File: src/verilog/synth_pkg.sv
package synth_pkg;

    // Datapath widths
    typedef logic [7:0]  sample_t;    // One audio sample
    typedef logic [5:0]  freq_code_t; // Frequency code 0 to 35
    typedef logic [15:0] phase_t;     // Phase accumulator
    typedef logic [15:0] i2s_word_t;  // One serial audio word

    // Waveform selection
    typedef enum logic [1:0] {
        WAVE_TRIANGLE = 2'd0,
        WAVE_SAW      = 2'd1,
        WAVE_SQUARE   = 2'd2,
        WAVE_SINE     = 2'd3
    } wave_e;

    // Command receiver FSM
    typedef enum logic [1:0] {
        RX_IDLE   = 2'd0, // Waiting for a start bit
        RX_DATA   = 2'd1, // Shifting in eight data bits
        RX_DECODE = 2'd2  // Applying the received byte
    } rx_state_e;

    // Command characters
    localparam logic [7:0] CMD_NOISE_ON  = 8'h4E; // 'N'
    localparam logic [7:0] CMD_NOISE_OFF = 8'h46; // 'F'
    localparam logic [7:0] CMD_TRIANGLE  = 8'h54; // 'T'
    localparam logic [7:0] CMD_SAW       = 8'h53; // 'S'
    localparam logic [7:0] CMD_SQUARE    = 8'h51; // 'Q'
    localparam logic [7:0] CMD_SINE      = 8'h57; // 'W'

    // Tone generation
    localparam int PHASE_STEP_SHIFT = 10;               // Code to phase step
    localparam logic [15:0] LFSR_SEED = 16'hACE1;       // Noise LFSR reset value
    localparam int SINE_DEPTH = 16;                     // Sine table entries

    // Serial audio framing
    localparam int I2S_BITS = 16; // Bits per word

endpackage
File: src/verilog/synth_top.sv
`timescale 1ns/1ns

module synth_top (
    input  logic clk,
    input  logic rst_n,
    input  logic rx,  // Serial command input
    output logic sck, // I2S bit clock
    output logic ws,  // I2S word select
    output logic sd   // I2S serial data
);

    synth_pkg::freq_code_t freq_code;
    synth_pkg::wave_e      wave;
    logic                  noise_en;
    synth_pkg::sample_t    sample;

    // Held settings from the command byte
    uart_cmd_rx u_cmd_rx (
        .clk       (clk),
        .rst_n     (rst_n),
        .rx        (rx),
        .freq_code (freq_code),
        .wave      (wave),
        .noise_en  (noise_en)
    );

    tone_gen u_tone_gen (
        .clk       (clk),
        .rst_n     (rst_n),
        .freq_code (freq_code),
        .wave      (wave),
        .noise_en  (noise_en),
        .sample    (sample)
    );

    // Picks up the sample at each word boundary
    i2s_tx u_i2s_tx (
        .clk    (clk),
        .rst_n  (rst_n),
        .sample (sample),
        .sck    (sck),
        .ws     (ws),
        .sd     (sd)
    );

endmodule

File: src/verilog/i2s_tx.sv
`timescale 1ns/1ns

module i2s_tx (
    input  logic               clk,
    input  logic               rst_n,
    input  synth_pkg::sample_t sample,
    output logic               sck,
    output logic               ws,
    output logic               sd
);

    logic [$clog2(synth_pkg::I2S_BITS)-1:0] bit_cnt; // Bit position within the word
    synth_pkg::i2s_word_t                   word;
    logic                                   word_end;

    assign word_end = (bit_cnt == ($bits(bit_cnt))'(synth_pkg::I2S_BITS - 1));

    always_ff @(posedge clk) begin
        if (!rst_n) begin
            sck     <= 1'b0;
            ws      <= 1'b0;
            sd      <= 1'b0;
            bit_cnt <= '0;
            word    <= '0;
        end else begin
            sck <= ~sck; // Half the system clock
            // Everything else moves on the falling edge of sck
            if (sck) begin
                if (word_end) begin
                    bit_cnt <= '0;
                    ws      <= ~ws;
                    word    <= {sample, sample}; // Same byte in both halves
                end else begin
                    bit_cnt <= bit_cnt + 1'b1;
                end
                sd <= word[synth_pkg::I2S_BITS - 1 - bit_cnt]; // MSB first
            end
        end
    end

endmodule

File: src/verilog/tone_gen.sv
`timescale 1ns/1ns

module tone_gen (
    input  logic                  clk,
    input  logic                  rst_n,
    input  synth_pkg::freq_code_t freq_code,
    input  synth_pkg::wave_e      wave,
    input  logic                  noise_en,
    output synth_pkg::sample_t    sample
);

    synth_pkg::phase_t  phase;
    synth_pkg::phase_t  phase_step;
    logic [15:0]        lfsr;
    logic               lfsr_fb;

    logic [$clog2(synth_pkg::SINE_DEPTH)-1:0] sine_idx;

    synth_pkg::sample_t tri_val;
    synth_pkg::sample_t saw_val;
    synth_pkg::sample_t sqr_val;
    synth_pkg::sample_t sine_val;
    synth_pkg::sample_t shape;
    synth_pkg::sample_t shape_out;

    assign phase_step = synth_pkg::phase_t'(freq_code) << synth_pkg::PHASE_STEP_SHIFT;
    assign lfsr_fb    = lfsr[15] ^ lfsr[13] ^ lfsr[12] ^ lfsr[10]; // Maximal length taps

    // Shapes from the top phase bits
    assign saw_val  = phase[15:8];
    assign tri_val  = phase[15] ? ~phase[14:7] : phase[14:7]; // Fold on second half
    assign sqr_val  = {8{phase[15]}};
    assign sine_idx = phase[$bits(synth_pkg::phase_t)-1 -: $clog2(synth_pkg::SINE_DEPTH)];

    // One full sine period, offset binary around 128
    always_comb begin
        case (sine_idx)
            4'd0:    sine_val = 8'd128;
            4'd1:    sine_val = 8'd176;
            4'd2:    sine_val = 8'd218;
            4'd3:    sine_val = 8'd246;
            4'd4:    sine_val = 8'd255; // Peak
            4'd5:    sine_val = 8'd246;
            4'd6:    sine_val = 8'd218;
            4'd7:    sine_val = 8'd176;
            4'd8:    sine_val = 8'd128;
            4'd9:    sine_val = 8'd80;
            4'd10:   sine_val = 8'd38;
            4'd11:   sine_val = 8'd10;
            4'd12:   sine_val = 8'd0;   // Trough
            4'd13:   sine_val = 8'd10;
            4'd14:   sine_val = 8'd38;
            default: sine_val = 8'd80;
        endcase
    end

    always_comb begin
        case (wave)
            synth_pkg::WAVE_TRIANGLE: shape = tri_val;
            synth_pkg::WAVE_SAW:      shape = saw_val;
            synth_pkg::WAVE_SQUARE:   shape = sqr_val;
            default:                  shape = sine_val;
        endcase
    end

    assign shape_out = noise_en ? (shape ^ lfsr[7:0]) : shape;

    always_ff @(posedge clk) begin
        if (!rst_n) begin
            phase  <= '0;
            lfsr   <= synth_pkg::LFSR_SEED;
            sample <= '0;
        end else begin
            phase  <= phase + phase_step; // Wraps at 16 bits
            lfsr   <= {lfsr[14:0], lfsr_fb};
            sample <= shape_out;          // Built from pre-edge phase and LFSR
        end
    end

endmodule

File: src/verilog/uart_cmd_rx.sv
`timescale 1ns/1ns

module uart_cmd_rx (
    input  logic                  clk,
    input  logic                  rst_n,
    input  logic                  rx,
    output synth_pkg::freq_code_t freq_code,
    output synth_pkg::wave_e      wave,
    output logic                  noise_en
);

    synth_pkg::rx_state_e state;

    logic       rx_meta;    // First synchronizer stage
    logic       rx_sync;    // Stable copy of rx
    logic       rx_last;    // Previous rx_sync for edge detection
    logic       start_edge;
    logic [2:0] bit_cnt;
    logic [7:0] rx_byte;    // Assembled LSB first

    logic [7:0] digit_off;
    logic [7:0] letter_off;
    logic       is_digit;
    logic       is_letter;

    always_ff @(posedge clk) begin
        if (!rst_n) begin
            rx_meta <= 1'b1; // Line idles high
            rx_sync <= 1'b1;
            rx_last <= 1'b1;
        end else begin
            rx_meta <= rx;
            rx_sync <= rx_meta;
            rx_last <= rx_sync;
        end
    end

    assign start_edge = rx_last && !rx_sync;

    always_ff @(posedge clk) begin
        if (!rst_n) begin
            state   <= synth_pkg::RX_IDLE;
            bit_cnt <= 3'd0;
        end else begin
            case (state)
                synth_pkg::RX_IDLE: begin
                    if (start_edge) begin
                        state   <= synth_pkg::RX_DATA;
                        bit_cnt <= 3'd0;
                    end
                end
                synth_pkg::RX_DATA: begin
                    bit_cnt <= bit_cnt + 3'd1;
                    if (bit_cnt == 3'd7) begin
                        state <= synth_pkg::RX_DECODE; // Eighth bit taken this edge
                    end
                end
                synth_pkg::RX_DECODE: begin
                    state <= synth_pkg::RX_IDLE;
                end
                default: begin
                    state <= synth_pkg::RX_IDLE;
                end
            endcase
        end
    end

    // One data bit per clock, LSB arrives first
    always_ff @(posedge clk) begin
        if (state == synth_pkg::RX_DATA) begin
            rx_byte <= {rx_sync, rx_byte[7:1]};
        end
    end

    // Character classes for the frequency code
    assign is_digit   = (rx_byte >= 8'h30) && (rx_byte <= 8'h39); // '0' to '9'
    assign is_letter  = (rx_byte >= 8'h41) && (rx_byte <= 8'h5A); // 'A' to 'Z'
    assign digit_off  = rx_byte - 8'h30;
    assign letter_off = rx_byte - 8'h37; // 'A' maps to 10

    always_ff @(posedge clk) begin
        if (!rst_n) begin
            freq_code <= '0;
            wave      <= synth_pkg::WAVE_TRIANGLE;
            noise_en  <= 1'b0;
        end else if (state == synth_pkg::RX_DECODE) begin
            case (rx_byte)
                synth_pkg::CMD_NOISE_ON:  noise_en <= 1'b1;
                synth_pkg::CMD_NOISE_OFF: noise_en <= 1'b0;
                synth_pkg::CMD_TRIANGLE:  wave     <= synth_pkg::WAVE_TRIANGLE;
                synth_pkg::CMD_SAW:       wave     <= synth_pkg::WAVE_SAW;
                synth_pkg::CMD_SQUARE:    wave     <= synth_pkg::WAVE_SQUARE;
                synth_pkg::CMD_SINE:      wave     <= synth_pkg::WAVE_SINE;
                default: begin
                    if (is_digit) begin
                        freq_code <= digit_off[5:0];
                    end else if (is_letter) begin
                        freq_code <= letter_off[5:0];
                    end
                    // Anything else leaves the settings alone
                end
            endcase
        end
    end

endmodule

File: config.mk
export PLATFORM = sky130hd
export DESIGN_NAME = synth_top
export DESIGN_NICKNAME = d
export VERILOG_FILES = /design/src/verilog/synth_pkg.sv /design/src/verilog/synth_top.sv /design/src/verilog/i2s_tx.sv /design/src/verilog/tone_gen.sv /design/src/verilog/uart_cmd_rx.sv
export SDC_FILE = /design/constraint.sdc
export NUM_CORES = 1
export LEC_CHECK = 0
export ABC_AREA = 0
export ABC_CLOCK_PERIOD_IN_PS = 2140
export BUFFER_PORTS_ARGS = -buffer_cell sky130_fd_sc_hd__buf_2
export CAP_MARGIN = 30
export CELL_PAD_IN_SITES_DETAIL_PLACEMENT = 2
export CELL_PAD_IN_SITES_GLOBAL_PLACEMENT = 2
export CORE_AREA = 2 2 104 106
export DETAILED_ROUTE_END_ITERATION = 8
export DIE_AREA = 0 0 106 108
export PLACE_DENSITY_LB_ADDON = 0.1
export SLEW_MARGIN = 20
export SYNTH_ARGS = -nofsm -noshare
export SYNTH_HDL_FRONTEND = slang
export SYNTH_SLANG_ARGS = --single-unit
File: constraint.sdc
create_clock -name clk -period 2.14 [get_ports clk]
set_input_delay 0.428 -clock clk [delete_from_list [all_inputs] [get_ports clk]]
set_output_delay 0.428 -clock clk [all_outputs]
set_load 0.01 [all_outputs]
* Word-level counts from Yosys, hierarchy flattened
Memories as Yosys holds them, arrays and structs flattened. A register that Yosys moved wholly into a read port is not among the register bits.
Index checks and enable logic that the tools add are counted.
** Word-level totals
- Output and inout port bits :: 3
- ROM bits :: 128
- Memories :: 1
- Word-level logic and storage cells :: 84
- Register bits after elaboration :: 88
** Operators by class
- $add $sub $neg :: 6
- Equality and inequality tests :: 14
- Reduce and logical (&&, ||, !) cells :: 17
- Multiplexer cells :: 16
- Order comparisons :: 5
- Bitwise operators :: 8
** Memory list
- (no name shown) :: depth 16, width 8, rd ports 1, clocked after Yosys merged registers in 1, write ports 0, RTL line tone_gen.sv:37 : case (sine_idx)
** Operators with widths (count)
- 8-bit by 7-bit == test with 1-bit output, second input constant :: 6
- 32-bit by 5-bit less-than comparator with 1-bit output, second input constant :: 1
- 8-bit one-hot mux with 3 select lines :: 1
- 16-bit adder :: 1
- 8-bit two-way mux :: 2
- 6-bit two-way mux :: 2
- 6-bit subtractor, second input constant :: 2
- 2-bit AND reduction :: 5
- 8-bit by 6-bit greater-or-equal comparator with 1-bit output, second input constant :: 1
- 8-bit by 7-bit greater-or-equal comparator with 1-bit output, second input constant :: 1
- 8-bit by 6-bit less-or-equal comparator with 1-bit output, second input constant :: 1
- 8-bit by 7-bit less-or-equal comparator with 1-bit output, second input constant :: 1
- 4-bit two-way mux :: 2
- 8-bit inverter :: 1
- 2-bit one-hot mux with 4 select lines :: 1
- 8-bit bitwise XOR :: 1
- 3-bit one-hot mux with 2 select lines :: 1
- 2-bit nonzero test :: 3
- 6-bit OR reduction :: 1
- 4-bit by 4-bit subtractor with 5-bit output, first input constant :: 1
- 4-bit by 1-bit adder with 4-bit output, second input constant :: 1
- 1-bit binary-select mux with 4-bit select :: 1
- 2-bit by 1-bit == test with 1-bit output, second input constant :: 2
- 2-bit == test, second input constant :: 2
- other kinds (16) :: 25

* Longest topological paths before layout
Gate-level depths: netlist (run 1).
- Depth in word-level cells :: 5
- Depth in mapped cells :: 9
- Depth with buffers taken out :: 9

* Hierarchy
From an unflattened synthesis (run 1), not the netlist that was laid out.
** Second synthesis, totals
- Cells, all modules :: 378
- Area total of the unflattened synthesis :: 3792.4 µm²
** By module, submodules not included
- tone_gen :: cells an instance 171, times used 1, area an instance 1810.5 µm²
- uart_cmd_rx :: cells an instance 130, times used 1, area an instance 1311.3 µm²
- i2s_tx :: cells an instance 77, times used 1, area an instance 670.6 µm²

* Least setup slack after synthesis (run 1)
No wires, ideal clock.
- Kind :: reg-to-reg
- From :: register u_tone_gen.phase[10]
- To :: register, netlist name u_tone_gen.sine_val[5]
- Setup time :: 70 ps
- Arrival time :: 2156 ps
- Cell stages (with the launch flop) :: 10
- Buffers on the path :: 1
- Period minus slack after synthesis :: 2226 ps
- Setup slack :: -86 ps
- Cells stage by stage :: dfxtp_1 > ha_1 > inv_1 > fa_1 > nand2b_1 > a21oi_1 > mux2i_1 > buf_2 > mux2_2 > a21oi_1
** Between the ends
- Cells in the longest elaborated chain, start to end :: 2
** RTL lines
- start, declared :: RTL line tone_gen.sv:12 : synth_pkg::phase_t phase;
- start signal, assigned :: RTL line tone_gen.sv:74 : phase <= phase + phase_step;
- 16-bit adder :: RTL line tone_gen.sv:74
- 4-bit two-way mux (no line)
No other way between the ends.
A chain may end at the register's enable or synchronous reset.

* Worst setup path after layout (run 1)
- From :: register u_cmd_rx.freq_code[0]
- To :: register, netlist name u_tone_gen.sine_val[6]
** Between the ends
- Cells in the longest elaborated chain, start to end :: 2
** RTL lines
- start, declared :: RTL line uart_cmd_rx.sv:7 : output synth_pkg::freq_code_t freq_code,
- start signal, assigned :: RTL line uart_cmd_rx.sv:96 : freq_code <= digit_off[5:0];
- start signal, assigned :: RTL line uart_cmd_rx.sv:98 : freq_code <= letter_off[5:0];
- 16-bit adder :: RTL line tone_gen.sv:74
- 4-bit two-way mux (no line)
No other way between the ends.

==> results of run 1 <==
logic make-up after synthesis:
kind of cell | count (synthesis)
simple gates | 129
flops | 78
compound gates | 59
buf+inv | 35
mux | 28
fa+ha+maj | 23
xor+xnor | 21
cell type report:
class	instances	area share (%)
clock buffer	12	3.79
clock inverter	4	0.632
inverter	16	1.44
multi-input combinational	260	45.7
sequential	78	37.7
tap	136	3.90
timing repair buffer	40	6.78
state kept, by name, summed over array words and instances, names as in the netlist, 2 cells and up:
| signal | count |
|---|---|
| u_cmd_rx.state | 2 |
| u_i2s_tx.word | 8 |
| u_cmd_rx.rx_byte | 8 |
| u_tone_gen.sample | 8 |
| u_cmd_rx.freq_code | 6 |
| u_i2s_tx.bit_cnt | 4 |
| u_cmd_rx.bit_cnt | 3 |
| u_tone_gen.phase | 6 |
| u_tone_gen.sine_val | 8 |
| u_tone_gen.lfsr | 16 |
| u_cmd_rx.wave | 2 |
power groups by stage:
stage                     logic [mW]  registers [mW]  clock network (mW)
after floorplan                0.200            1.60                   0
after global placement         0.256            1.61                   0
after detailed placement       0.264            1.62                   0
after CTS                      0.266            1.58                1.14
after global routing           0.299            1.59                1.19
final                          0.266            1.58                1.08
timing repair:
action | in CTS | in global routing
hold buffers | 0 | 0
resized for setup | 7 | 11
setup buffers | 4 | 6
endpoints found under the setup margin | 3 | 13
pin swaps | 4 | 5
through the flow:
stage          std cells  hold slack, ns  TNS, ns
6_report             546           0.247        0
5_1_grt              546           0.240   -0.326
4_1_cts              540           0.232        0
3_5_place_dp         520           0.396   -0.255
3_3_place_gp         520           0.390        0
2_1_floorplan        373           0.386        0
how the worst max path moves through the flow:
stage / start / to / slack (ns) / depth (start not counted)
final: u_cmd_rx.freq_code[0]$_SDFFE_PN0P_ / u_tone_gen.sine_val[6]$_DFF_P_ / 0.06 / 9
after global routing: u_tone_gen.phase[10]$_SDFF_PN0_ / u_tone_gen.sine_val[6]$_DFF_P_ / -0.09 / 9
after CTS: u_cmd_rx.freq_code[0]$_SDFFE_PN0P_ / u_tone_gen.sine_val[6]$_DFF_P_ / 0.003 / 9
after detailed placement: u_cmd_rx.freq_code[0]$_SDFFE_PN0P_ / u_tone_gen.sine_val[6]$_DFF_P_ / -0.11 / 9
after global placement: u_cmd_rx.freq_code[0]$_SDFFE_PN0P_ / u_tone_gen.sine_val[5]$_DFF_P_ / 0.02 / 9
after floorplan: u_tone_gen.phase[10]$_SDFF_PN0_ / u_tone_gen.sine_val[5]$_DFF_P_ / 0.05 / 9
worst reg2reg max path, cell delays in order (launching register included):
cell      delay [ns]
dfxtp_2         0.36
ha_4            0.14
inv_2           0.03
fa_2            0.34
nand2b_4        0.15
a21oi_2         0.13
mux2i_1         0.23
buf_4           0.19
mux2_4          0.30
mux2i_1         0.15
metal layers:
metal	track usage, %	share of wire, %	up-vias
li1	-	-	1336
met1	19.8	46	1361
met5	0	0	-
met2	29.9	51	12
met3	5.06	2.1	8
met4	3.95	1.0	0
cells in the mapped netlist, types with 2 or more instances:
| cell | n |
|---|---|
| edfxtp_1 | 8 |
| nor2b_1 | 7 |
| ha_1 | 22 |
| o21bai_1 | 4 |
| nand2_1 | 42 |
| and2_1 | 10 |
| nand2b_1 | 18 |
| a211o_1 | 3 |
| mux4_2 | 6 |
| xnor2_1 | 14 |
| nor2_1 | 31 |
| xor2_1 | 6 |
| buf_4 | 2 |
| inv_1 | 14 |
| and3_1 | 2 |
| nand3_1 | 4 |
| a31oi_1 | 3 |
| mux2_2 | 4 |
| buf_2 | 4 |
| a211oi_1 | 4 |
| nand4_1 | 2 |
| o211ai_1 | 3 |
| a21o_1 | 3 |
| a211oi_2 | 5 |
| nor3_1 | 4 |
| mux2i_1 | 18 |
| dfxtp_1 | 70 |
| a21oi_1 | 17 |
| o21ai_0 | 4 |
| a22oi_1 | 3 |
| o31ai_1 | 4 |
| clkbuf_1 | 11 |
==> flow_summary.yaml, run 1 <==
worst_setup_path:
  crit_slowest_cell: "dfxtp_2"
  cp_common_cell: "mux2i_1"
  reg2reg_from: "u_cmd_rx.freq_code[0]$_SDFFE_PN0P_"
  rr_worst_depth: 9
  critPathTopFamily: "multiplexers"
  cp_data_arrival_time_ns: 2.36
  worst_setup_path_end_kind: "flip-flop"
  path_cells: "ha_4 > inv_2 > fa_2 > nand2b_4 > a21oi_2 > mux2i_1 > buf_4 > mux2_4 > mux2i_1"
  r2r_slack_ns: 0.06
  critPathMaxFanout: 6
  worstSetupPathType: "reg2reg"
  required_ns: 2.42
  worst-path-buf-inv: 2
  critPathMaxStageDelay_ns: 0.36
  r2r_end: "u_tone_gen.sine_val[6]$_DFF_P_"
  start_kind: "flip-flop"
routing:
  drt-total-wl_um: 8730
  post_drt_via_cell_ratio: 4.98
  ant_nets: 0
  drt_iter0_markers: 43
  vias: 2717
  firstDrtPassIters: 4
  wire_per_inst_um: 16.0
  drc_errors: 0
global_route:
  antenna_found_initial: 0
  grt_pass1_wl_um: 14700
  grt.overflow.total: 0
  grt_pass1_vias: 2898
  grt_max_degree: 35
  grt_use_total_pct: 16.7
yosys:
  yosysTopAreaCellShare_pct: 37.8
  synthTopCellsByArea: "dfxtp_1 38%, ha_1 7.4%, edfxtp_1 6.5%, mux2i_1 4.9%, nand2_1 4.3%"
  syn_avg_cell_area_um2: 9.94
  synth_ff_type: "dfxtp_1"
  synth_edf_count: 8
  ys_seq_area_share_pct: 44.3
  synth_largest_area_cell: "dfxtp_1"
  syn_area_mm2: 0.00371
  synth_top_family_by_area: "simple AND/OR/NAND/NOR gates"
  ys_ff_latch: 78
  synth_xor_area_share_pct: 5.17
  async_flop_share_pct: 0
  yosysUniqueCellTypes: 53
  yosys.area_share.simple_pct: 17.4
  syn_nets: 399
  synth-compound-area-share_pct: 11.3
  synthCells: 373
  synth_fa_ha_area_share_pct: 7.97
  synthMuxAreaShare_pct: 9.72
  yosysWarnings: 0
timing:
  setup_violations: 0
  fmax_mhz: 480
  final_period_minus_worst_setup_slack_ns: 2.08
  tightest_slew_ns: 0.478
  finalHoldViolCount: 0
  relSlewSlack_pct: 67.9
  setup_slack_ns: 0.0575
  skew_ns: 0.0110
  finalMaxSlewViolations: 0
  grt_setup_unrepaired: "yes"
  min_period_over_period_pct: 97.3
power:
  p_seq_share_pct: 53.9
  switching_share_pct: 25.6
  pwr-share-comb_pct: 9.1
  power_density_mw_per_mm2: 672
  ir_drop_mv: 0.267
  leakagePower_nw: 1.72
  switchingPower_mw: 0.750
  power_mw: 2.93
  internal_power_mw: 2.18
  p_clk_share_pct: 37.0
clock_tree:
  cts_tree: "built"
  htree_levels: 3
  cts.path.max_buffers: 2
  clk_latency_ns: 0.36
  cts_sinks: 78
  cts_buffers: 9
  clk_pin_slew_worst_paths_ns: 0.08
  root_buffer: "clkbuf_8"
finish:
  final_area_mm2: 0.00436
  regArea_mm2: 0.00164
  finalNetCount: 431
  drive_gt1_share_pct: 22.2
  final_cell_mix: "68 x dfxtp_1, 41 x nand2_1, 33 x buf_4"
  multi_input_area_mm2: 0.00199
  diodes: 0
  n_fill_cell: 1110
  final_util_pct: 42.6
  area_delta_synth_final_pct: 17.6
  layout_commonest_cell: "dfxtp_1"
floorplan:
  die-area_mm2: 0.0114
  die_w_um: 106
  rows: 37
  start_util_pct: 36.2
  fp.dieH_um: 108
  core_mm2: 0.0102
  io_pins: 6
placed_design:
  placed_cell_area_mm2: 0.00401
  hpwlAfterDp_um: 6300
  post-place-ws_ns: -0.112
  globalplace.congestion: 0.782
  portBuffers: 5
worst_hold_path:
  hold_end: "u_cmd_rx.rx_meta$_SDFF_PN1_"
  hp-start: "rx"
  holdPathStages: 2
  hold_path.class: "in2reg"
outcome:
  status: "finished clean"
run:
  maxCapViolations: 0
No activity file was read; power rests on OpenSTA's default activity.
==> run 2: changes to the inputs <==
--- a/config.mk
+++ b/config.mk
@@ -11,11 +11,12 @@
 export CAP_MARGIN = 30
 export CELL_PAD_IN_SITES_DETAIL_PLACEMENT = 2
 export CELL_PAD_IN_SITES_GLOBAL_PLACEMENT = 2
-export CORE_AREA = 2 2 104 106
+export CORE_AREA = 2 2 105 107
 export DETAILED_ROUTE_END_ITERATION = 8
-export DIE_AREA = 0 0 106 108
+export DIE_AREA = 0 0 107 109
 export PLACE_DENSITY_LB_ADDON = 0.1
 export SLEW_MARGIN = 20
 export SYNTH_ARGS = -nofsm -noshare
 export SYNTH_HDL_FRONTEND = slang
+export SYNTH_HIERARCHICAL = 1
 export SYNTH_SLANG_ARGS = --single-unit
==> run 2 against run 1 <==
  * Clock skew is 0.0012 ns lower
  * Total power is 0.49% higher
  * Critical path depth is 1 lower
  * Non-clock buffer count is 11 lower
  * Critical path type unchanged
  * Critical endpoint is now u_tone_gen/sine_val[2]$_DFF_P_
  * Largest cell class unchanged
==> flow_summary.yaml, run 2 <==
finish:
  finalNetCount: 424
  finalNonFillerCells: 543
  largest_reg_flops: 16
  n_fill_cell: 1157
  regMostFlops: "u_tone_gen/lfsr"
  diodes: 0
  final_cell_mix: "68 x dfxtp_1, 27 x nand2_1, 21 x buf_4"
  drive_gt1_share_pct: 21.8
  area_delta_synth_final_pct: 15.4
  layout_commonest_cell: "dfxtp_1"
clock_tree:
  postCtsHoldBufs: 0
  htree_levels: 3
  clk_pin_slew_worst_paths_ns: 0.09
  cts_buffers: 9
  cts_sinks: 78
  cts.path.max_buffers: 2
  cts_tree: "built"
  root_buffer: "clkbuf_8"
  clk_latency_ns: 0.37
power:
  power_density_mw_per_mm2: 673
  leakagePower_nw: 1.70
  ir_drop_mv: 0.281
  power_mw: 2.94
yosys:
  synthCells: 378
  ys_top_cells_by_count: "70 x dfxtp_1, 28 x nand2_1, 22 x ha_1"
  yosysWarnings: 6
  synth_edf_count: 8
  ys_ff_latch: 78
  yosysUniqueCellTypes: 60
  synthTopCellsByArea: "dfxtp_1 37%, ha_1 7.3%, edfxtp_1 6.3%, mux2i_1 5.5%, mux4_2 3.0%"
  yosys.area_share.simple_pct: 17.3
  syn_avg_cell_area_um2: 10.0
  yosysMostFrequentCell: "dfxtp_1"
  synth_top_family_by_area: "simple AND/OR/NAND/NOR gates"
  synthMuxAreaShare_pct: 9.90
  synth_ff_type: "dfxtp_1"
  yosysTopAreaCellShare_pct: 37.0
  synth_largest_area_cell: "dfxtp_1"
  async_flop_share_pct: 0
  ys_seq_area_share_pct: 43.3
  synth_xor_area_share_pct: 4.16
  synth-compound-area-share_pct: 12.3
  synth_fa_ha_area_share_pct: 7.79
  syn_nets: 404
  syn_area_mm2: 0.00379
routing:
  vias: 2735
  ant_nets: 0
  firstDrtPassIters: 4
  wire_per_inst_um: 16.9
  drc_errors: 0
  post_drt_via_cell_ratio: 5.04
  drt-total-wl_um: 9160
  drt_iter0_markers: 130
worst_setup_path:
  worstSetupPathType: "reg2reg"
  worst-path-stages: 8
  start_kind: "flip-flop"
  critPathMaxStageDelay_ns: 0.35
  crit_slowest_cell: "fa_2"
  cp_data_arrival_time_ns: 2.35
  rr_worst_depth: 8
  required_ns: 2.40
  critPathMaxFanout: 9
  worst_setup_path_end_kind: "flip-flop"
  path_cells: "ha_2 > fa_2 > and3_1 > nor3_1 > nor3b_4 > buf_6 > mux2i_1 > mux2_4"
  worst-path-buf-inv: 1
  critPathTopFamily: "simple AND/OR/NAND/NOR gates"
timing:
  final_period_minus_worst_setup_slack_ns: 2.09
  finalHoldViolCount: 0
  grt_setup_unrepaired: "yes"
  setup_slack_ns: 0.0503
  fmax_mhz: 479
  setup_violations: 0
  finalMaxSlewViolations: 0
  skew_ns: 0.00973
  relSlewSlack_pct: 54.3
  tightest_slew_ns: 0.684
  min_period_over_period_pct: 97.6
worst_hold_path:
  hold_path.class: "in2reg"
  holdPathStages: 2
floorplan:
  io_pins: 6
  die-area_mm2: 0.0117
  start_util_pct: 35.8
  core_mm2: 0.0106
  fp.dieH_um: 109
  rows: 38
  die_w_um: 107
run:
  maxCapViolations: 0
global_route:
  grt_pass1_wl_um: 15300
  grt_pass1_vias: 2880
  grt_use_met1_pct: 23.0
  grt_use_met3_pct: 4.12
  grt_use_total_pct: 17.1
  met2_usage_pct: 27.2
  gr-max-usage-layer: "met2"
  antenna_found_initial: 0
  grt.overflow.total: 0
  grt_max_degree: 19
outcome:
  status: "finished clean"
placed_design:
  post-place-cells: 521
  hpwlAfterDp_um: 6360
  portBuffers: 5
  globalplace.congestion: 0.774
  post-place-ws_ns: -0.0265
[run 2: power by group]
group	leakage, nW	internal (mW)	total (mW)	switching, mW
registers	0.643	1.51	1.53	0.0259
clock network	0.115	0.664	1.27	0.604
logic	0.944	0.0605	0.143	0.0821
total	1.70	2.23	2.94	0.712
[run 2: final cells by class]
class	count	area, um2	area share, %
well taps	140	175	4.00
repair buffers	29	216	4.95
flip-flops and latches	78	1650	37.6
inverters	18	81.3	1.86
clock buffers	9	124	2.83
multi-input cells	262	2040	46.5
clock inverters	7	96.3	2.20
[run 2: metrics by stage]
stage	TNS [ns]	instance area [um2]	hold WS, ns	util (%)
floorplan	0	3820	0.386	-
global route	-0.265	4380	0.222	41.3
detailed placement	-0.0265	4030	0.410	38.0
global placement	0	4030	0.393	38.0
finish	0	4380	0.239	41.3
CTS	0	4280	0.225	40.4
[run 2: worst paths after layout]
kind	start	endpoint	slack [ns]
max	u_cmd_rx/freq_code[0]$_SDFFE_PN0P_	u_tone_gen/sine_val[2]$_DFF_P_	0.05
min	rx	u_cmd_rx/rx_meta$_SDFF_PN1_	0.24
max reg2reg	u_cmd_rx/freq_code[0]$_SDFFE_PN0P_	u_tone_gen/sine_val[2]$_DFF_P_	0.05
min reg2reg	u_tone_gen/lfsr[14]$_SDFF_PN0_	u_tone_gen/lfsr[15]$_SDFF_PN1_	0.42
[run 2: logic make-up after synthesis]
family                   after synthesis
AO/OA/AOI/OAI                         72
XOR/XNOR                              18
adder cells (fa/ha/maj)               23
buffers and inverters                 38
flip-flops                            78
multiplexers                          30
AND/OR/NAND/NOR                      119
[run 2: repair_timing]
action | in CTS | in global routing
gates resized for setup | 3 | 17
setup endpoints to repair | 3 | 10
setup buffers | 2 | 4
pin swaps | 0 | 4
[run 2: layer usage]
| layer | part of all wire [%] | routed length (um) | vias up |
|---|---|---|---|
| li1 | - | - | 1344 |
| met1 | 49 | 4500 | 1359 |
| met2 | 47 | 4300 | 20 |
| met3 | 2.5 | 231 | 12 |
| met4 | 1.4 | 130 | 0 |
| met5 | 0 | 0 | - |
